## src/verilog/decode_config.svh

```systemverilog
////////////////////////////////////////
// fixed widths and words of the OR32 decode path
// NOP_INSN refers to or32_isa_pkg, so compile that package first
////////////////////////////////////////
`ifndef DECODE_CONFIG_SVH
`define DECODE_CONFIG_SVH

// instruction word and immediate width
`define INSN_W 32
`define IMM_W 32

// register file address width
`define RF_ADDR_W 5

// r9 takes the return address of l.jal and l.jalr
`define LINK_REG 5'd9

// filler nop, bit 16 set marks it as pipeline-generated
`define NOP_INSN {or32_isa_pkg::OPC_NOP, 26'h041_0000}

// sub-opcode in insn[25:23] of the xsync group
`define SYS_SUBOP 3'b000
`define TRAP_SUBOP 3'b010

`endif

```

## src/verilog/ctrl_pkg.sv

```systemverilog
////////////////////////////////////////
// control codes passed from decode to the datapath
////////////////////////////////////////
`default_nettype none

package ctrl_pkg;

	// EX ALU operation
	typedef logic [4:0] alu_op_t;
	localparam alu_op_t ALUOP_ADD   = 5'b0_0000;
	localparam alu_op_t ALUOP_ADDC  = 5'b0_0001;
	localparam alu_op_t ALUOP_AND   = 5'b0_0011;
	localparam alu_op_t ALUOP_OR    = 5'b0_0100;
	localparam alu_op_t ALUOP_XOR   = 5'b0_0101;
	localparam alu_op_t ALUOP_MOVHI = 5'b1_0000;
	localparam alu_op_t ALUOP_COMP  = 5'b1_0001;
	// nop shares the OR code, its result is never written back
	localparam alu_op_t ALUOP_NOP   = 5'b0_0100;

	// shift/rotate sub-op and compare condition
	typedef logic [3:0] alu_op2_t;
	typedef logic [3:0] comp_op_t;

	typedef enum logic [2:0] {
		BR_NOP = 3'd0,
		BR_J   = 3'd1,
		BR_JR  = 3'd2,
		BR_BF  = 3'd4,
		BR_BNF = 3'd5,
		BR_RFE = 3'd6
	} branch_op_e;

	// operand mux selects
	typedef enum logic [1:0] {
		SEL_RF      = 2'd0,
		SEL_IMM     = 2'd1,
		SEL_EX_FORW = 2'd2,
		SEL_WB_FORW = 2'd3
	} sel_e;

	// writeback op is {source, write enable}
	typedef logic [2:0] rfwb_op_t;
	typedef logic [1:0] rfwb_src_t;
	localparam rfwb_src_t RFWB_ALU = 2'b00;
	localparam rfwb_src_t RFWB_LSU = 2'b01;
	localparam rfwb_src_t RFWB_LR  = 2'b11;
	localparam rfwb_op_t RFWB_NOP  = 3'b000;

endpackage

`default_nettype wire

```

## src/verilog/or32_isa_pkg.sv

```systemverilog
////////////////////////////////////////
// OR32 instruction set encodings
// only the opcodes this decoder accepts are listed
////////////////////////////////////////
`default_nettype none
`include "decode_config.svh"

package or32_isa_pkg;

	// field widths inside the instruction word
	localparam int OPCODE_W = 6;
	localparam int ALU_FUNC_W = 5;

	typedef logic [`INSN_W-1:0] insn_t;
	typedef logic [`RF_ADDR_W-1:0] rf_addr_t;
	typedef logic [`IMM_W-1:0] imm_t;

	// ALU function code sits in insn[4:0]
	typedef logic [ALU_FUNC_W-1:0] alu_func_t;

	// major opcode in insn[31:26]
	typedef enum logic [OPCODE_W-1:0] {
		OPC_J     = 6'h00,
		OPC_JAL   = 6'h01,
		OPC_BNF   = 6'h03,
		OPC_BF    = 6'h04,
		OPC_NOP   = 6'h05,
		OPC_MOVHI = 6'h06,
		OPC_XSYNC = 6'h08,
		OPC_RFE   = 6'h09,
		OPC_JR    = 6'h11,
		OPC_JALR  = 6'h12,
		OPC_LWZ   = 6'h21,
		OPC_LWS   = 6'h22,
		OPC_LBZ   = 6'h23,
		OPC_LBS   = 6'h24,
		OPC_LHZ   = 6'h25,
		OPC_LHS   = 6'h26,
		OPC_ADDI  = 6'h27,
		OPC_ADDIC = 6'h28,
		OPC_ANDI  = 6'h29,
		OPC_ORI   = 6'h2a,
		OPC_XORI  = 6'h2b,
		OPC_SFXXI = 6'h2f,
		OPC_SW    = 6'h35,
		OPC_SB    = 6'h36,
		OPC_SH    = 6'h37,
		OPC_ALU   = 6'h38,
		OPC_SFXX  = 6'h39
	} opcode_e;

	// multiply and divide functions, no unit behind them here
	localparam alu_func_t ALU_MUL  = 5'h06;
	localparam alu_func_t ALU_DIV  = 5'h09;
	localparam alu_func_t ALU_DIVU = 5'h0a;
	localparam alu_func_t ALU_MULU = 5'h0b;

endpackage

`default_nettype wire
```

## src/verilog/decode_ctrl.sv

```systemverilog
////////////////////////////////////////
// decode control of a 5-stage OR32 pipe
// freezes must nest, wb implies ex implies id
////////////////////////////////////////
`timescale 1ns/10ps
`default_nettype none

module decode_ctrl (
	input wire logic clk,
	input wire logic reset,
	// stall levels
	input wire logic id_freeze,
	input wire logic ex_freeze,
	input wire logic wb_freeze,
	// flush sources
	input wire logic except_flushpipe,
	input wire logic pc_we,
	input wire logic extend_flush,
	input wire logic du_flush_pipe,
	input wire or32_isa_pkg::insn_t if_insn,
	input wire logic wbforw_valid,
	input wire logic du_hwbkpt,
	// branch outcome, kept on the port for the rfe path
	input wire logic ex_branch_taken,
	output or32_isa_pkg::insn_t id_insn,
	output or32_isa_pkg::insn_t ex_insn,
	output or32_isa_pkg::insn_t wb_insn,
	output or32_isa_pkg::imm_t id_simm,
	output or32_isa_pkg::imm_t ex_simm,
	output or32_isa_pkg::rf_addr_t rf_addra,
	output or32_isa_pkg::rf_addr_t rf_addrb,
	output or32_isa_pkg::rf_addr_t rf_addrw,
	output logic rf_rda,
	output logic rf_rdb,
	output ctrl_pkg::sel_e sel_a,
	output ctrl_pkg::sel_e sel_b,
	output ctrl_pkg::branch_op_e id_branch_op,
	output ctrl_pkg::branch_op_e ex_branch_op,
	output ctrl_pkg::alu_op_t alu_op,
	output ctrl_pkg::alu_op2_t alu_op2,
	output ctrl_pkg::comp_op_t comp_op,
	output ctrl_pkg::rfwb_op_t rfwb_op,
	output logic except_illegal,
	output logic sig_syscall,
	output logic sig_trap,
	output logic rfe,
	output logic flushpipe
);

	// EX stage nop insertion
	logic ex_bubble;
	// registered immediate select for operand b
	logic sel_imm;

	insn_pipe insn_pipe_i (.*);

	if_predecode if_predecode_i (.*);

	imm_extend imm_extend_i (.*);

	operand_select operand_select_i (.*);

	ex_decode ex_decode_i (.*);

endmodule

`default_nettype wire

```

## src/verilog/ex_decode.sv

```systemverilog
////////////////////////////////////////
// EX control fields, decoded from id_insn
// mul/div functions have no unit and trap as illegal
////////////////////////////////////////
`timescale 1ns/10ps
`default_nettype none
`include "decode_config.svh"

module ex_decode (
	input wire logic clk,
	input wire logic reset,
	input wire or32_isa_pkg::insn_t id_insn,
	input wire ctrl_pkg::branch_op_e id_branch_op,
	input wire logic ex_bubble,
	input wire logic ex_freeze,
	input wire logic du_hwbkpt,
	output ctrl_pkg::alu_op_t alu_op,
	output ctrl_pkg::alu_op2_t alu_op2,
	output ctrl_pkg::comp_op_t comp_op,
	output ctrl_pkg::rfwb_op_t rfwb_op,
	output or32_isa_pkg::rf_addr_t rf_addrw,
	output ctrl_pkg::branch_op_e ex_branch_op,
	output logic except_illegal,
	output logic sig_syscall,
	output logic sig_trap,
	output logic rfe
);

	// ALU function field of id_insn
	or32_isa_pkg::alu_func_t alu_func;

	assign alu_func = id_insn[4:0];

	// rfe seen in either ID or EX
	assign rfe = (id_branch_op == ctrl_pkg::BR_RFE) | (ex_branch_op == ctrl_pkg::BR_RFE);

	////////////////////////////////////////
	// EX field registers
	////////////////////////////////////////
	// a bubble covers flushes and the ID stall, rf_addrw goes to r0 there too
	always_ff @(posedge clk) begin
		if (reset || ex_bubble) begin
			alu_op <= ctrl_pkg::ALUOP_NOP;
			alu_op2 <= '0;
			comp_op <= '0;
			rfwb_op <= ctrl_pkg::RFWB_NOP;
			rf_addrw <= '0;
			ex_branch_op <= ctrl_pkg::BR_NOP;
			except_illegal <= 1'b0;
			sig_syscall <= 1'b0;
			sig_trap <= 1'b0;
		end else if (!ex_freeze) begin
			alu_op2 <= id_insn[9:6];
			comp_op <= id_insn[24:21];
			ex_branch_op <= id_branch_op;
			// l.sys and l.trap share the xsync opcode
			sig_syscall <= (id_insn[31:23] == {or32_isa_pkg::OPC_XSYNC, `SYS_SUBOP});
			sig_trap <= (id_insn[31:23] == {or32_isa_pkg::OPC_XSYNC, `TRAP_SUBOP})
				| du_hwbkpt;

			// alu operation
			case (id_insn[31:26])
				or32_isa_pkg::OPC_MOVHI: alu_op <= ctrl_pkg::ALUOP_MOVHI;
				or32_isa_pkg::OPC_ADDI:  alu_op <= ctrl_pkg::ALUOP_ADD;
				or32_isa_pkg::OPC_ADDIC: alu_op <= ctrl_pkg::ALUOP_ADDC;
				or32_isa_pkg::OPC_ANDI:  alu_op <= ctrl_pkg::ALUOP_AND;
				or32_isa_pkg::OPC_ORI:   alu_op <= ctrl_pkg::ALUOP_OR;
				or32_isa_pkg::OPC_XORI:  alu_op <= ctrl_pkg::ALUOP_XOR;
				or32_isa_pkg::OPC_SFXXI, or32_isa_pkg::OPC_SFXX:
					alu_op <= ctrl_pkg::ALUOP_COMP;
				or32_isa_pkg::OPC_ALU:   alu_op <= {1'b0, id_insn[3:0]};
				default:                 alu_op <= ctrl_pkg::ALUOP_NOP;
			endcase

			// writeback source and destination
			rf_addrw <= id_insn[25:21];
			case (id_insn[31:26])
				or32_isa_pkg::OPC_JAL, or32_isa_pkg::OPC_JALR: begin
					rfwb_op <= {ctrl_pkg::RFWB_LR, 1'b1};
					rf_addrw <= `LINK_REG;
				end
				or32_isa_pkg::OPC_LWZ, or32_isa_pkg::OPC_LWS,
				or32_isa_pkg::OPC_LBZ, or32_isa_pkg::OPC_LBS,
				or32_isa_pkg::OPC_LHZ, or32_isa_pkg::OPC_LHS:
					rfwb_op <= {ctrl_pkg::RFWB_LSU, 1'b1};
				or32_isa_pkg::OPC_MOVHI, or32_isa_pkg::OPC_ADDI,
				or32_isa_pkg::OPC_ADDIC, or32_isa_pkg::OPC_ANDI,
				or32_isa_pkg::OPC_ORI, or32_isa_pkg::OPC_XORI,
				or32_isa_pkg::OPC_ALU:
					rfwb_op <= {ctrl_pkg::RFWB_ALU, 1'b1};
				default:
					rfwb_op <= ctrl_pkg::RFWB_NOP;
			endcase

			// anything outside the supported opcode set is illegal
			case (id_insn[31:26])
				or32_isa_pkg::OPC_J, or32_isa_pkg::OPC_JAL, or32_isa_pkg::OPC_BNF,
				or32_isa_pkg::OPC_BF, or32_isa_pkg::OPC_NOP, or32_isa_pkg::OPC_MOVHI,
				or32_isa_pkg::OPC_XSYNC, or32_isa_pkg::OPC_RFE, or32_isa_pkg::OPC_JR,
				or32_isa_pkg::OPC_JALR, or32_isa_pkg::OPC_LWZ, or32_isa_pkg::OPC_LWS,
				or32_isa_pkg::OPC_LBZ, or32_isa_pkg::OPC_LBS, or32_isa_pkg::OPC_LHZ,
				or32_isa_pkg::OPC_LHS, or32_isa_pkg::OPC_ADDI, or32_isa_pkg::OPC_ADDIC,
				or32_isa_pkg::OPC_ANDI, or32_isa_pkg::OPC_ORI, or32_isa_pkg::OPC_XORI,
				or32_isa_pkg::OPC_SFXXI, or32_isa_pkg::OPC_SW, or32_isa_pkg::OPC_SB,
				or32_isa_pkg::OPC_SH, or32_isa_pkg::OPC_SFXX:
					except_illegal <= 1'b0;
				or32_isa_pkg::OPC_ALU:
					except_illegal <= (alu_func == or32_isa_pkg::ALU_DIV)
						| (alu_func == or32_isa_pkg::ALU_DIVU)
						| (alu_func == or32_isa_pkg::ALU_MUL)
						| (alu_func == or32_isa_pkg::ALU_MULU);
				default:
					except_illegal <= 1'b1;
			endcase
		end
	end

endmodule

`default_nettype wire

```

## src/verilog/if_predecode.sv

```systemverilog
////////////////////////////////////////
// fetch-side decode, lines up with id_insn
////////////////////////////////////////
`timescale 1ns/10ps
`default_nettype none

module if_predecode (
	input wire logic clk,
	input wire logic reset,
	input wire or32_isa_pkg::insn_t if_insn,
	input wire logic id_freeze,
	input wire logic flushpipe,
	output ctrl_pkg::branch_op_e id_branch_op,
	output logic sel_imm
);

	// branch type of the word entering ID
	always_ff @(posedge clk) begin
		if (reset || flushpipe) begin
			id_branch_op <= ctrl_pkg::BR_NOP;
		end else if (!id_freeze) begin
			case (if_insn[31:26])
				or32_isa_pkg::OPC_J, or32_isa_pkg::OPC_JAL:
					id_branch_op <= ctrl_pkg::BR_J;
				or32_isa_pkg::OPC_JR, or32_isa_pkg::OPC_JALR:
					id_branch_op <= ctrl_pkg::BR_JR;
				or32_isa_pkg::OPC_BNF:
					id_branch_op <= ctrl_pkg::BR_BNF;
				or32_isa_pkg::OPC_BF:
					id_branch_op <= ctrl_pkg::BR_BF;
				or32_isa_pkg::OPC_RFE:
					id_branch_op <= ctrl_pkg::BR_RFE;
				default:
					id_branch_op <= ctrl_pkg::BR_NOP;
			endcase
		end
	end

	// operand b from the immediate unless the insn reads rb or has no imm
	// not cleared by flush, a flushed slot holds a nop anyway
	always_ff @(posedge clk) begin
		if (reset) begin
			sel_imm <= 1'b0;
		end else if (!id_freeze) begin
			case (if_insn[31:26])
				or32_isa_pkg::OPC_JALR, or32_isa_pkg::OPC_JR, or32_isa_pkg::OPC_RFE,
				or32_isa_pkg::OPC_XSYNC, or32_isa_pkg::OPC_SW, or32_isa_pkg::OPC_SB,
				or32_isa_pkg::OPC_SH, or32_isa_pkg::OPC_ALU, or32_isa_pkg::OPC_SFXX,
				or32_isa_pkg::OPC_NOP:
					sel_imm <= 1'b0;
				default:
					sel_imm <= 1'b1;
			endcase
		end
	end

endmodule

`default_nettype wire

```

## src/verilog/imm_extend.sv

```systemverilog
////////////////////////////////////////
// ID immediate extension and its EX copy
// ex_simm ignores bubbles, only ex_freeze holds it
////////////////////////////////////////
`timescale 1ns/10ps
`default_nettype none

module imm_extend (
	input wire logic clk,
	input wire logic reset,
	input wire or32_isa_pkg::insn_t id_insn,
	input wire logic ex_freeze,
	output or32_isa_pkg::imm_t id_simm,
	output or32_isa_pkg::imm_t ex_simm
);

	always_comb begin
		case (id_insn[31:26])
			// signed 16-bit immediate
			or32_isa_pkg::OPC_ADDI, or32_isa_pkg::OPC_ADDIC,
			or32_isa_pkg::OPC_LWZ, or32_isa_pkg::OPC_LWS,
			or32_isa_pkg::OPC_LBZ, or32_isa_pkg::OPC_LBS,
			or32_isa_pkg::OPC_LHZ, or32_isa_pkg::OPC_LHS,
			or32_isa_pkg::OPC_XORI, or32_isa_pkg::OPC_SFXXI:
				id_simm = {{16{id_insn[15]}}, id_insn[15:0]};
			// stores split the offset around the rb field
			or32_isa_pkg::OPC_SW, or32_isa_pkg::OPC_SB, or32_isa_pkg::OPC_SH:
				id_simm = {{16{id_insn[25]}}, id_insn[25:21], id_insn[10:0]};
			// logic ops and the rest zero extend
			default:
				id_simm = {16'h0000, id_insn[15:0]};
		endcase
	end

	always_ff @(posedge clk) begin
		if (reset) begin
			ex_simm <= '0;
		end else if (!ex_freeze) begin
			ex_simm <= id_simm;
		end
	end

endmodule

`default_nettype wire

```

## src/verilog/insn_pipe.sv

```systemverilog
////////////////////////////////////////
// ID, EX and WB instruction latches
// WB keeps its word through flushes
////////////////////////////////////////
`timescale 1ns/10ps
`default_nettype none
`include "decode_config.svh"

module insn_pipe (
	input wire logic clk,
	input wire logic reset,
	input wire or32_isa_pkg::insn_t if_insn,
	input wire logic id_freeze,
	input wire logic ex_freeze,
	input wire logic wb_freeze,
	input wire logic except_flushpipe,
	input wire logic pc_we,
	input wire logic extend_flush,
	input wire logic du_flush_pipe,
	output or32_isa_pkg::insn_t id_insn,
	output or32_isa_pkg::insn_t ex_insn,
	output or32_isa_pkg::insn_t wb_insn,
	output logic flushpipe,
	output logic ex_bubble
);

	// all flush sources hit every stage alike
	assign flushpipe = except_flushpipe | pc_we | extend_flush | du_flush_pipe;

	// EX takes a nop on flush, or when ID stalls and EX moves on
	assign ex_bubble = flushpipe | (!ex_freeze & id_freeze);

	// ID latch, flush wins over freeze
	always_ff @(posedge clk) begin
		if (reset || flushpipe) begin
			id_insn <= `NOP_INSN;
		end else if (!id_freeze) begin
			id_insn <= if_insn;
		end
	end

	// EX latch
	always_ff @(posedge clk) begin
		if (reset || ex_bubble) begin
			ex_insn <= `NOP_INSN;
		end else if (!ex_freeze) begin
			ex_insn <= id_insn;
		end
	end

	// WB latch follows EX, only a freeze holds it
	always_ff @(posedge clk) begin
		if (reset) begin
			wb_insn <= `NOP_INSN;
		end else if (!wb_freeze) begin
			wb_insn <= ex_insn;
		end
	end

endmodule

`default_nettype wire

```

## src/verilog/operand_select.sv

```systemverilog
////////////////////////////////////////
// register read ports and forwarding selects
////////////////////////////////////////
`timescale 1ns/10ps
`default_nettype none

module operand_select (
	input wire logic clk,
	input wire logic reset,
	input wire or32_isa_pkg::insn_t if_insn,
	input wire or32_isa_pkg::insn_t id_insn,
	input wire logic sel_imm,
	input wire or32_isa_pkg::rf_addr_t rf_addrw,
	input wire ctrl_pkg::rfwb_op_t rfwb_op,
	input wire logic wbforw_valid,
	input wire logic wb_freeze,
	output or32_isa_pkg::rf_addr_t rf_addra,
	output or32_isa_pkg::rf_addr_t rf_addrb,
	output logic rf_rda,
	output logic rf_rdb,
	output ctrl_pkg::sel_e sel_a,
	output ctrl_pkg::sel_e sel_b
);

	// write address of the insn now in WB
	or32_isa_pkg::rf_addr_t wb_rfaddrw;

	// read ports address from the fetched word
	assign rf_addra = if_insn[20:16];
	assign rf_addrb = if_insn[15:11];
	assign rf_rda = if_insn[31];
	assign rf_rdb = if_insn[30];

	always_ff @(posedge clk) begin
		if (reset) begin
			wb_rfaddrw <= '0;
		end else if (!wb_freeze) begin
			wb_rfaddrw <= rf_addrw;
		end
	end

	// EX result is newer than WB, so it wins
	always_comb begin
		if ((id_insn[20:16] == rf_addrw) && rfwb_op[0])
			sel_a = ctrl_pkg::SEL_EX_FORW;
		else if ((id_insn[20:16] == wb_rfaddrw) && wbforw_valid)
			sel_a = ctrl_pkg::SEL_WB_FORW;
		else
			sel_a = ctrl_pkg::SEL_RF;
	end

	always_comb begin
		if (sel_imm)
			sel_b = ctrl_pkg::SEL_IMM;
		else if ((id_insn[15:11] == rf_addrw) && rfwb_op[0])
			sel_b = ctrl_pkg::SEL_EX_FORW;
		else if ((id_insn[15:11] == wb_rfaddrw) && wbforw_valid)
			sel_b = ctrl_pkg::SEL_WB_FORW;
		else
			sel_b = ctrl_pkg::SEL_RF;
	end

endmodule

`default_nettype wire

```

## config.mk

```make
export PLATFORM = sky130hd
export DESIGN_NAME = decode_ctrl
export DESIGN_NICKNAME = d
export VERILOG_FILES = /design/src/verilog/ctrl_pkg.sv /design/src/verilog/or32_isa_pkg.sv /design/src/verilog/decode_ctrl.sv /design/src/verilog/ex_decode.sv /design/src/verilog/if_predecode.sv /design/src/verilog/imm_extend.sv /design/src/verilog/insn_pipe.sv /design/src/verilog/operand_select.sv
export VERILOG_INCLUDE_DIRS = /design/src /design/src/verilog
export SDC_FILE = /design/constraint.sdc
export NUM_CORES = 1
export LEC_CHECK = 0
export BUFFER_PORTS_ARGS = -buffer_cell sky130_fd_sc_hd__buf_4
export CAP_MARGIN = 5
export CORE_MARGIN = 2
export CORE_UTILIZATION = 49
export DETAILED_ROUTE_END_ITERATION = 16
export PLACE_DENSITY = 0.86
export SYNTH_ARGS = -nofsm -noshare
export SYNTH_HDL_FRONTEND = slang
export SYNTH_SLANG_ARGS = --single-unit
```

## constraint.sdc

```tcl
create_clock -name clk -period 2.6 [get_ports clk]
set_input_delay 0.39 -clock clk [delete_from_list [all_inputs] [get_ports clk]]
set_output_delay 0.39 -clock clk [all_outputs]
set_load 0.02 [all_outputs]
```

==> results, run 1 <==
- The post-synthesis area per instance is 8.98 µm².
- Along the worst hold path, the cell count comes to 3.
- The number of max-cap violations is 0.
- At the worst endpoint, the required time is 2210 ps.
- The total congestion overflow after global routing is 0.
- Gates resized during post-CTS repair numbered 0.
- For this design, the CTS-stage hold fixing added 0 buffers.
- The critical path in this run is classified as reg -> out.
- The post-route standard cell area excluding fillers is 8410 µm².
- The kind of path behind the tightest hold check is in -> reg.
- Entering global routing, the biggest net connects 42 pins.
- The post-synthesis instance area is 6240 µm².
- The number of setup buffers added after CTS is 0.
- After detailed routing, the number of vias per cell comes to 5.25.
- The clock skew after layout is 6.00 ps.
- Counting every net in the synthesized netlist gives 739.
- The final estimated routing congestion in global placement is 0.815.
- The kind of launch point of the worst setup path is a register.
- The number of synthesis warnings is 0.
- The number of standard-cell rows in the floorplan is 41.
- The worst slack on hold paths is 187 ps.
- The largest vdd supply drop is 0.000431 V.
- The worst path needs 2430 ps of the cycle, external delays included.
- By area the synthesized netlist is led by dfxtp_1, mux2i_1, buf_4.
- After routing, the total negative slack on setup checks comes to 0 ps.
- The quantity of I/O buffers inserted on ports is 250.
- The total leakage power is 3.88 nW.
- The antenna diode instance count is 0.
- The initial core utilization is 49.9%.
- Of the post-synthesis cell area, the dominant cell type holds 45.5%.
- In the final design database the tool counted 921 nets.
- The end of the worst register-to-register path is ex_decode_i.rfwb_op[0].
- The worst hold path terminates at insn_pipe_i.id_insn[22].
- The synthesized design spends more area on one cell type than any other, namely dfxtp_1.
- The netlist uses 53 different library cells.
- The part of the Yosys area used for sequential elements is 45.5%.
- The normalized max-slew margin is 51.4%.
- After legalization and detailed placement, the total HPWL measured 12500 µm.
- The fraction of final layout cells with drive strength greater than 1 is 35.1%.
- The final max-slew violation count is 0.
- After detailed routing, the average wire length per cell comes to 16.9 µm.
- The prevailing post-synth register cell is dfxtp_1.
- The number of antenna violations at the first check in global routing is 0.
- Setup repair after global routing left no endpoint under its margin.
- Counting along the longest clock path gives a buffer depth of 2.
- The tree is rooted in a clkbuf_16.
- The final antenna-violating net count is 0.
- The wire length of the first global-routing pass is 26200 µm.
- The leading cell type by number of instances after synthesis is dfxtp_1.
- The signed area change from the synthesized netlist to the final layout is 34.6%.
- The setup check on the worst reg-to-reg path leaves a slack of 660 ps.
- The die area is 13700 µm².
- In the routed design, unresolved DRC markers number 0.
- The number of buffers created by CTS is 17.
- The total detailed-routing wirelength is 17900 µm.
- Power spread over the standard cell area amounts to 574 nW/µm².
- On the critical path, the stage with the largest delay is an instance of and3_1.
- In this run the vertical extent of the chip is 117 µm.
- The number of enable-type register cells in the synthesized netlist is 0.
- The hold path startpoint is if_insn[22].
- In this run the critical register-to-register path is launched from insn_pipe_i.id_insn[26].
- Along the worst path, the maximum fanout reaches 6.
- The DRC marker count from the first detailed-route iteration is 342.
- In this run the number of H-tree levels came out at 4.
- The final critical path takes up 93.4% of the cycle.
- The number of global-route vias before repair is 5021.
- The number of cells on the worst reg-to-reg path is 6.
- For this run, the detailed router's first-pass iteration total came to 5.
- Clock latency on the worst-skew pair, taken at its later pin, is 420 ps.
- The total vias in the final route is 5562.
- The maximum operating frequency is 412 MHz.
- The post-placement cell area is 7850 µm².
- The final setup violation count is 0.
- The global routing usage summed across all routing layers is 25.3%.
- Clock-pin slew was measured on the worst setup and hold paths at 60 ps.
- Sorting the synthesized cells by how often they occur yields dfxtp_1, nor2_1, mux2i_1, nand2_1, buf_4.
- Walking the worst path, the cells encountered are nor2b_1 > and3_1 > mux2_2 > buf_4.
- The final-report hold violation count came to 0.
- TritonCTS built the clock tree.
- 252 I/O pins were placed.
- In this design, the stage delay of the slowest critical-path cell is 480 ps.
- The flow ran to the end, and the final reports show no timing, DRC or antenna violations.
- Synthesis produced 695 cells.
- The core area is 12500 µm².
- The endpoint type of the worst setup path is an output pin.
- CTS saw 142 sinks.
- The die span in x is 117 µm.
- STA puts the critical path data arrival time at 2040 ps.
- After synthesis the netlist holds a flip-flop and latch count of 142.
- After synthesis, the share of flip-flops with an asynchronous set or reset is 0%.
- The measured slew at the worst slew-check pin is 726 ps.
[where the power goes]
group          total (mW)  internal (mW)  switching [mW]
Sequential           2.19           2.19         0.00919
Combinational       0.306          0.133           0.173
Clock                2.32           1.41           0.908
Total                4.82           3.73            1.09
[placed cells by master, fill, tap and decap left out, types with 11 or more instances in the layout]
cell type  Yosys  layout
nand2_1       67      67
clkbuf_16      0      17
nor2_1       107     107
dfxtp_1      142     142
nor2b_1       12      12
a21oi_1       50      50
nand3_1       11      11
buf_4         60     268
mux2i_1       86      86
o21ai_0       11      11
xor2_1        17      17
[layer usage]
layer / routed length, µm / global-route usage, % / vias to the layer above
li1: - / - / 2654
met1: 7180 / 29.9 / 2616
met2: 8770 / 41.9 / 247
met3: 1280 / 7.36 / 45
met4: 667 / 12.8 / 0
met5: 0 / 0 / -
[cell type report]
type / instances / area (µm²)
repair buffers: 268 / 2010
clock inverters: 12 / 123
multi-input cells: 441 / 2750
fillers: 1058 / 4110
well taps: 172 / 215
inverters: 7 / 26.3
clock buffers: 18 / 439
flip-flops and latches: 142 / 2840
[registers in the layout (all words and copies together), names as in the netlist, 3 cells and up]
name / cells
insn_pipe_i.wb_insn: 32
ex_decode_i.ex_branch_op: 3
insn_pipe_i.ex_insn: 32
imm_extend_i.ex_simm: 17
ex_decode_i.rf_addrw: 5
operand_select_i.wb_rfaddrw: 5
ex_decode_i.rfwb_op: 3
ex_decode_i.alu_op: 5
if_predecode_i.id_branch_op: 3
insn_pipe_i.id_insn: 32
[worst max-delay path, delay by kind of cell, from the launching register on]
family	cells	cell delay, ps
flops	1	310
buf+inv	1	170
simple gates	2	700
mux	1	430
[metrics by stage]
| step | setup slack (ps) | power (mW) | std cells | util [%] |
|---|---|---|---|---|
| 6_report | 172 | 4.82 | 1060 | 67.2 |
| 5_1_grt | 41.0 | 4.97 | 1060 | 67.2 |
| 4_1_cts | 183 | 4.86 | 1060 | 67.2 |
| 3_5_place_dp | 498 | 2.55 | 1030 | 62.7 |
| 3_3_place_gp | 539 | 2.54 | 1030 | 62.7 |
| 2_1_floorplan | 364 | 2.43 | 695 | - |
[worst max path at each step]
stage	start	to	slack (ps)	depth (start not counted)
2_1_floorplan	insn_pipe_i.id_insn[31]	id_simm[17]	360	4
3_3_place_gp	pc_we	ex_decode_i.alu_op[2]	540	6
3_5_place_dp	pc_we	ex_decode_i.alu_op[2]	500	6
4_1_cts	insn_pipe_i.id_insn[28]	id_simm[15]	180	4
5_1_grt	insn_pipe_i.id_insn[27]	id_simm[21]	40	6
6_report	insn_pipe_i.id_insn[28]	id_simm[15]	170	4
[kinds of logic after synthesis]
group / synth area share [%]
XOR/XNOR: 3.09
AND/OR/NAND/NOR: 16.3
AO/OA/AOI/OAI: 9.70
flip-flops: 45.5
buffers and inverters: 10.7
multiplexers: 14.7
No activity file was read; power rests on OpenSTA's default activity.
==> run 2, diff against run 1 <==
--- a/config.mk
+++ b/config.mk
@@ -10,8 +10,9 @@
 export CAP_MARGIN = 5
 export CORE_MARGIN = 2
 export CORE_UTILIZATION = 49
+export CTS_CLUSTER_SIZE = 20
 export DETAILED_ROUTE_END_ITERATION = 16
-export PLACE_DENSITY = 0.86
+export PLACE_DENSITY_LB_ADDON = 0.15
 export SYNTH_ARGS = -nofsm -noshare
 export SYNTH_HDL_FRONTEND = slang
 export SYNTH_SLANG_ARGS = --single-unit
==> run 2 against run 1 <==
  * Die area stayed put
  * Worst setup slack gained 3.7 ps
  * Critical endpoint unchanged
  * Combinational power is essentially flat
  * Clock power increased by 7%
  * Clock skew rose by 4.7 ps
  * Worst hold slack improved by 25 ps
  * Maximum frequency up 0.15%
  * Sequential power hardly changed
  * Count of clock-buffer cells in the layout down 1
  * Core utilization rose by 0.44 points
==> results, run 2 (synthesis results as in run 1) <==
- The flow ran to the end, and the final reports show no timing, DRC or antenna violations.
- Detailed routing inserted a total of 5580 vias.
- The signed area change from the synthesized netlist to the final layout is 35.5%.
- TritonCTS built the clock tree.
- Once detail routing completed, the nets flagged for antenna violations numbered 0.
- Once placement completed, the tool counted placed cells totaling 1029.
- The floorplan step set the die width to 117 µm.
- The setup slack of the critical path after layout is 176 ps.
- Data on the critical path arrives at its endpoint at 2030 ps.
- Of all nets on the critical path, the largest fanout is 6.
- The number of max-cap violations is 0.
- The clock net in this run drives a total of 142 sinks.
- The wire length of the first global-routing pass is 27400 µm.
- The DRC marker count from the first detailed-route iteration is 280.
- In the routed design, unresolved DRC markers number 0.
- The worst path uses 93.2% of the clock period.
- The largest net degree at the start of global routing is 57.
- The mean routed wirelength per cell is 17.2 µm.
- For this design the static power due to leakage is 3.91 nW.
- The worst path needs 2420 ps of the cycle, external delays included.
- The final-report hold violation count is 0.
- The clock skew after layout is 10.7 ps.
- Clock tree synthesis inserted a total of 17 buffers.
- At the worst endpoint, the required time is 2210 ps.
- Routability-driven placement finished with a final weighted congestion of 0.924.
- Across the VDD grid, the largest voltage drop is 0.000394 V.
- The post-route netlist has 35.3% of its cells at a drive strength greater than 1.
- The setup TNS is 0 ps.
- The normalized max-slew margin is 53.3%.
- STA classifies the critical path startpoint as a register.
- The endpoint type of the worst setup path is an output pin.
- Static timing analysis puts the maximum clock frequency at 413 MHz.
- The quantity of I/O buffers inserted on ports is 250.
- Dividing the detail-routed via count by the number of cells gives 5.26.
- On the worst path, the slowest cell contributes a delay of 410 ps.
- Setup repair after global routing left no endpoint under its margin.
- The number of global-route vias before repair was 5245.
- Dividing total power by cell area gives a power density of 590 nW/µm².
- The number of standard cells in the layout, taps in and fillers out is 1061.
- The worst-case clock buffer depth is 2.
- The final total power is 4.99 mW.
- The clock latency reported for the late side of the worst-skew pair is 410 ps.
- The maximum level of the CTS H-tree is 4.
- Timing analysis after detailed placement gives a worst setup slack of 399 ps.
- The measured slew at the worst slew-check pin is 700 ps.
- The die area is 13700 µm².
- The total congestion overflow after global routing is 0.
- The signal on the critical path passes through nor2b_1 > and3_2 > mux2_2 > buf_4.
- The total detailed-routing wirelength is 18300 µm.
- The type of the setup path with the least slack is reg -> out.
- In the global route stage, overall resource usage came out at 26.1%.
- After clock tree synthesis, the clock-pin slew on the worst setup and hold paths is 60 ps.
- The die span in y is 117 µm.
- Once the floorplan was initialized, standard cells occupied 49.9% of the core.
- In this run the count of I/O pins placed on the die edge is 252.
- The most common cell after layout, fill and taps aside is buf_4.
- The root buffer cell is clkbuf_16.
- The top cell types in the final layout, fill and taps aside, are buf_4, dfxtp_1, nor2_1.
- The filler cells instantiated in the layout total 1047.
- The number of nets at the end of the flow is 920.
- Row generation in the floorplan step produced 41 rows.
- The worst slack on hold paths is 212 ps.
- The first TritonRoute pass finished after 5 iterations.
- The final max-slew violation count is 0.
- The cell with the biggest individual delay on the critical path is dfxtp_1.
- After floorplanning, the core was sized to cover 12500 µm².
- The largest registers in the layout are insn_pipe_i.ex_insn: 32 flops, insn_pipe_i.id_insn: 32 flops, insn_pipe_i.wb_insn: 32 flops.
- The final HPWL from detailed placement is 12700 µm.
- The kind of path behind the tightest hold check is in -> reg.
- The kind of cell with the highest combined delay on the critical path is simple AND/OR/NAND/NOR gates.
- The number of antenna diodes in the final layout is 0.
- The count of buffer and inverter cells on the critical path is 1.
- Setup violations remaining at the end of the flow were counted as 0.
- The number of antenna violations at the first check in global routing came to 0.
==> run 2: cell types whose count changed in the layout (fill, tap and decap cells not counted), moves of 3 or more <==
cell	before	now
clkinv_2	5	2
clkinvlp_4	5	2
inv_6	0	4
clkinv_4	0	4
==> run 2: worst paths after layout <==
kind                             end  slack, ps                    start  cells after the start
max                      id_simm[15]        180  insn_pipe_i.id_insn[28]                      4
min reg2reg    ex_decode_i.alu_op[0]        460    ex_decode_i.alu_op[0]                      2
min          insn_pipe_i.id_insn[22]        210              if_insn[22]                      3
max reg2reg   ex_decode_i.rfwb_op[0]        630  insn_pipe_i.id_insn[27]                      6
==> run 2: metal layers <==
layer  vias up  track usage (%)  routed length, µm
li1       2650                -                  -
met1      2669             30.8               7440
met2       236             47.2               9420
met3        25             5.36               1130
met4         0             9.10                275
met5         -                0                  0
==> run 2: metrics by stage <==
| step | area (µm²) | utilization, % |
|---|---|---|
| after floorplan | 6250 | - |
| after global placement | 7840 | 62.6 |
| after detailed placement | 7840 | 62.6 |
| after CTS | 8460 | 67.6 |
| after global routing | 8460 | 67.6 |
| final | 8460 | 67.6 |
==> run 2: worst min-delay path, cell delays in order <==
cell and delay [ps]:
buf_4 80, mux2i_1 60, nand2_1 70
==> run 2: where the power goes <==
group | internal [mW] | total [mW] | switching, mW
Sequential | 2.18 | 2.19 | 0.00970
Clock | 1.52 | 2.49 | 0.964
Combinational | 0.133 | 0.309 | 0.176
==> run 2: area by class of cell <==
class / instances / area, µm² / share of cell area [%]
flip-flops and latches: 142 / 2840 / 33.6
multi-input cells: 441 / 2760 / 32.6
repair buffers: 267 / 2000 / 23.7
clock buffers: 17 / 425 / 5.03
well taps: 172 / 215 / 2.54
clock inverters: 15 / 185 / 2.19
inverters: 7 / 26.3 / 0.311
==> run 2: repair_timing <==
action,in CTS,in global routing
buffers inserted,0,0
hold endpoints to repair,0,0
setup endpoints to repair,16,1
hold buffers,0,0
resized for setup,1,1
==> run 3, diff against run 2 <==
--- a/config.mk
+++ b/config.mk
@@ -9,7 +9,8 @@
 export BUFFER_PORTS_ARGS = -buffer_cell sky130_fd_sc_hd__buf_4
 export CAP_MARGIN = 5
 export CORE_MARGIN = 2
-export CORE_UTILIZATION = 49
+export CORE_UTILIZATION = 50
+export CTS_BUF_LIST = sky130_fd_sc_hd__clkbuf_2 sky130_fd_sc_hd__clkbuf_4 sky130_fd_sc_hd__clkbuf_8
 export CTS_CLUSTER_SIZE = 20
 export DETAILED_ROUTE_END_ITERATION = 16
 export PLACE_DENSITY_LB_ADDON = 0.15
==> run 3 against run 2 <==
  * Power down 9.7%
  * Maximum frequency is 2.4% lower
  * Non-clock buffer count rose by 1
  * Clock skew down 1.7 ps
  * Count of clock-buffer cells in the layout grew 3
  * Worst setup slack got worse by 60 ps
==> results, run 3 (synthesis results as in run 1) <==
- Once placement completed, the tool counted placed cells totaling 1025.
- Walking the worst path, the cells encountered are nor2b_1 > and3_2 > mux2_2 > buf_4.
- Broken down by cell family, the worst path's largest delay share belongs to simple AND/OR/NAND/NOR gates.
- The worst setup path is captured at an output pin.
- The final max-slew violation count came to 0.
- The clock latency reported for the late side of the worst-skew pair is 450 ps.
- The number of standard cells in the layout, taps in and fillers out is 1057.
- The worst hold path depth is 3.
- The flow ran to the end, and the final reports show no timing, DRC or antenna violations.
- In this run the tool buffered the top-level ports with 250 buffer cells.
- The count of unresolved DRC violations after routing is 0.
- Data on the critical path arrives at its endpoint at 2090 ps.
- The largest registers in the layout are insn_pipe_i.ex_insn: 32 flops, insn_pipe_i.id_insn: 32 flops, insn_pipe_i.wb_insn: 32 flops.
- Relative to the synthesized area, the layout overhead comes to 33.3%.
- The count of nets left with antenna violations once routing finished came out at 0.
- In the global route stage, overall resource usage came out at 25.2%.
- The kind of launch point of the worst setup path is a register.
- The cell with the biggest individual delay on the critical path is dfxtp_1.
- The setup TNS is 0 ps.
- The maximum operating frequency is 403 MHz.
- Counting cells, the worst reg-to-reg path comes to 6.
- Subtracting the final worst setup slack from the clock period gives 2480 ps.
- The critical path is of the reg -> out type.
- At the pin with the least slew margin, the transition time is 704 ps.
- The number of antenna violations at the first check in global routing is 0.
- The total vias in the final route is 5565.
- Measured against its own limit, the worst slew margin works out to 52.9%.
- The mean number of vias per cell is 5.26.
- In this run the count of I/O pins placed on the die edge is 252.
- At the end of routability-driven placement, the weighted congestion stood at 0.830.
- Global routing finished with a remaining overflow of 0.
- The number of clock buffers added by TritonCTS is 17.
- The number of detailed-route iterations in the first pass is 5.
- Clock-pin slew was measured on the worst setup and hold paths at 70 ps.
- The total detailed-routing wirelength is 17400 µm.
- The worst-case clock buffer depth is 2.
- Leaving out fill and tap cells, the most frequent cell in the layout is buf_4.
- The final setup violation count is 0.
- Counting buffers and inverters, the worst setup path is 4 cells deep.
- The largest fanout on the critical path is 7.
- Dividing the final minimum period by the clock period gives 95.6%.
- The delay contributed by the slowest stage of the critical path is 450 ps.
- The TritonCTS clock tree is built.
- The first global-routing pass estimated 26100 µm of wire.
- The clock skew after layout is 8.99 ps.
- Across the VDD grid, the largest voltage drop is 0.000361 V.
- From bottom edge to top edge, the die measures 116 µm.
- Dividing the detail-routed wire length by the instance count gives 16.5 µm.
- In this run the core area contains 40 standard-cell rows.
- Counting both buffers and inverters, the worst setup path holds a total of 1.
- The final HPWL from detailed placement is 12200 µm.
- Leaving out fill and tap cells, the most frequent cells in the layout are buf_4, dfxtp_1, nor2_1.
- The sequential cells in the finished layout cover a total of 2840 µm².
- The final-report hold violation count is 0.
- The power per standard cell area is 542 nW/µm².
- The H-tree was split into 4 levels.
- The core region is 12100 µm².
- The repair_antennas step left the layout with diodes totalling 0.
- Once the floorplan was initialized, standard cells occupied 51.5% of the core.
- Entering global routing, the biggest net connects 43 pins.
- The number of global-route vias before repair is 5063.
- In the final layout, the share of cells above drive strength 1 is 35.3%.
- After filler insertion, the fill cell instance count of the layout stands at 999.
- Data on the critical path is required at its endpoint by 2210 ps.
- The number of nets at the end of the flow is 921.
- The die span in x is 116 µm.
- The tightest min-delay check is of the in -> reg type.
- The total leakage power is 3.85 nW.
- The die area is 13400 µm².
- Setup repair after global routing left no endpoint under its margin.
- On the final layout, the worst hold slack is 167 ps.
- The root buffer cell is clkbuf_8.
- The multi-input logic area is 2760 µm².
- The number of max-cap violations is 0.
- The DRC marker count from the first detailed-route iteration is 314.
- For this design, the sink count on the clock tree is 142.
## run 3: path summary, 6_finish.rpt
path                             from                  endpoint  slack (ps)
max           insn_pipe_i.id_insn[28]               id_simm[14]         120
min                       if_insn[16]   insn_pipe_i.id_insn[16]         170
max reg2reg   insn_pipe_i.id_insn[26]    ex_decode_i.rfwb_op[0]         610
min reg2reg  imm_extend_i.ex_simm[14]  imm_extend_i.ex_simm[14]         460
## run 3: metrics by stage
step / worst slack [ps] / total power [mW] / util, % / area [µm²]
after global routing: 22.6 / 4.66 / 68.7 / 8320
after CTS: 80.1 / 4.53 / 68.6 / 8300
final: 116 / 4.51 / 68.7 / 8320
after floorplan: 364 / 2.43 / - / 6250
after global placement: 465 / 2.54 / 64.7 / 7830
after detailed placement: 400 / 2.55 / 64.7 / 7830
## run 3: cell type report
| class | count | share of cell area (%) |
|---|---|---|
| clock buffers | 20 | 3.23 |
| multi-input cells | 441 | 33.2 |
| repair buffers | 268 | 24.3 |
| well taps | 168 | 2.53 |
| inverters | 7 | 0.316 |
| clock inverters | 11 | 2.27 |
| flip-flops and latches | 142 | 34.2 |
## run 3: layer usage
| metal | track usage, % | vias up | share of wire, % |
|---|---|---|---|
| met1 | 31.4 | 2667 | 41 |
| li1 | - | 2648 | - |
| met3 | 5.18 | 28 | 6.8 |
| met2 | 43.0 | 222 | 49 |
| met5 | 0 | - | 0 |
| met4 | 9.84 | 0 | 2.4 |
## run 3: what timing repair did
action                                  CTS  global route
setup buffers                             0             1
hold buffers                              0             0
pin swaps                                 0             1
gates resized for setup                   2             0
endpoints found under the setup margin   16            16
## run 3: report_power, final
part,switching (mW),internal [mW],leakage [nW],total (mW)
Sequential,0.00980,2.18,1.15,2.19
Combinational,0.173,0.132,2.48,0.305
Clock,0.817,1.19,0.228,2.01
Total,1.00,3.51,3.85,4.51
## run 3: worst reg2reg max path, cell delays in order, from the launching register on
cell and delay (ps):
dfxtp_1 410, buf_4 250, or3b_1 410, a2111oi_2 500
or3_1 200, nor3_1 70, nor2_1 90
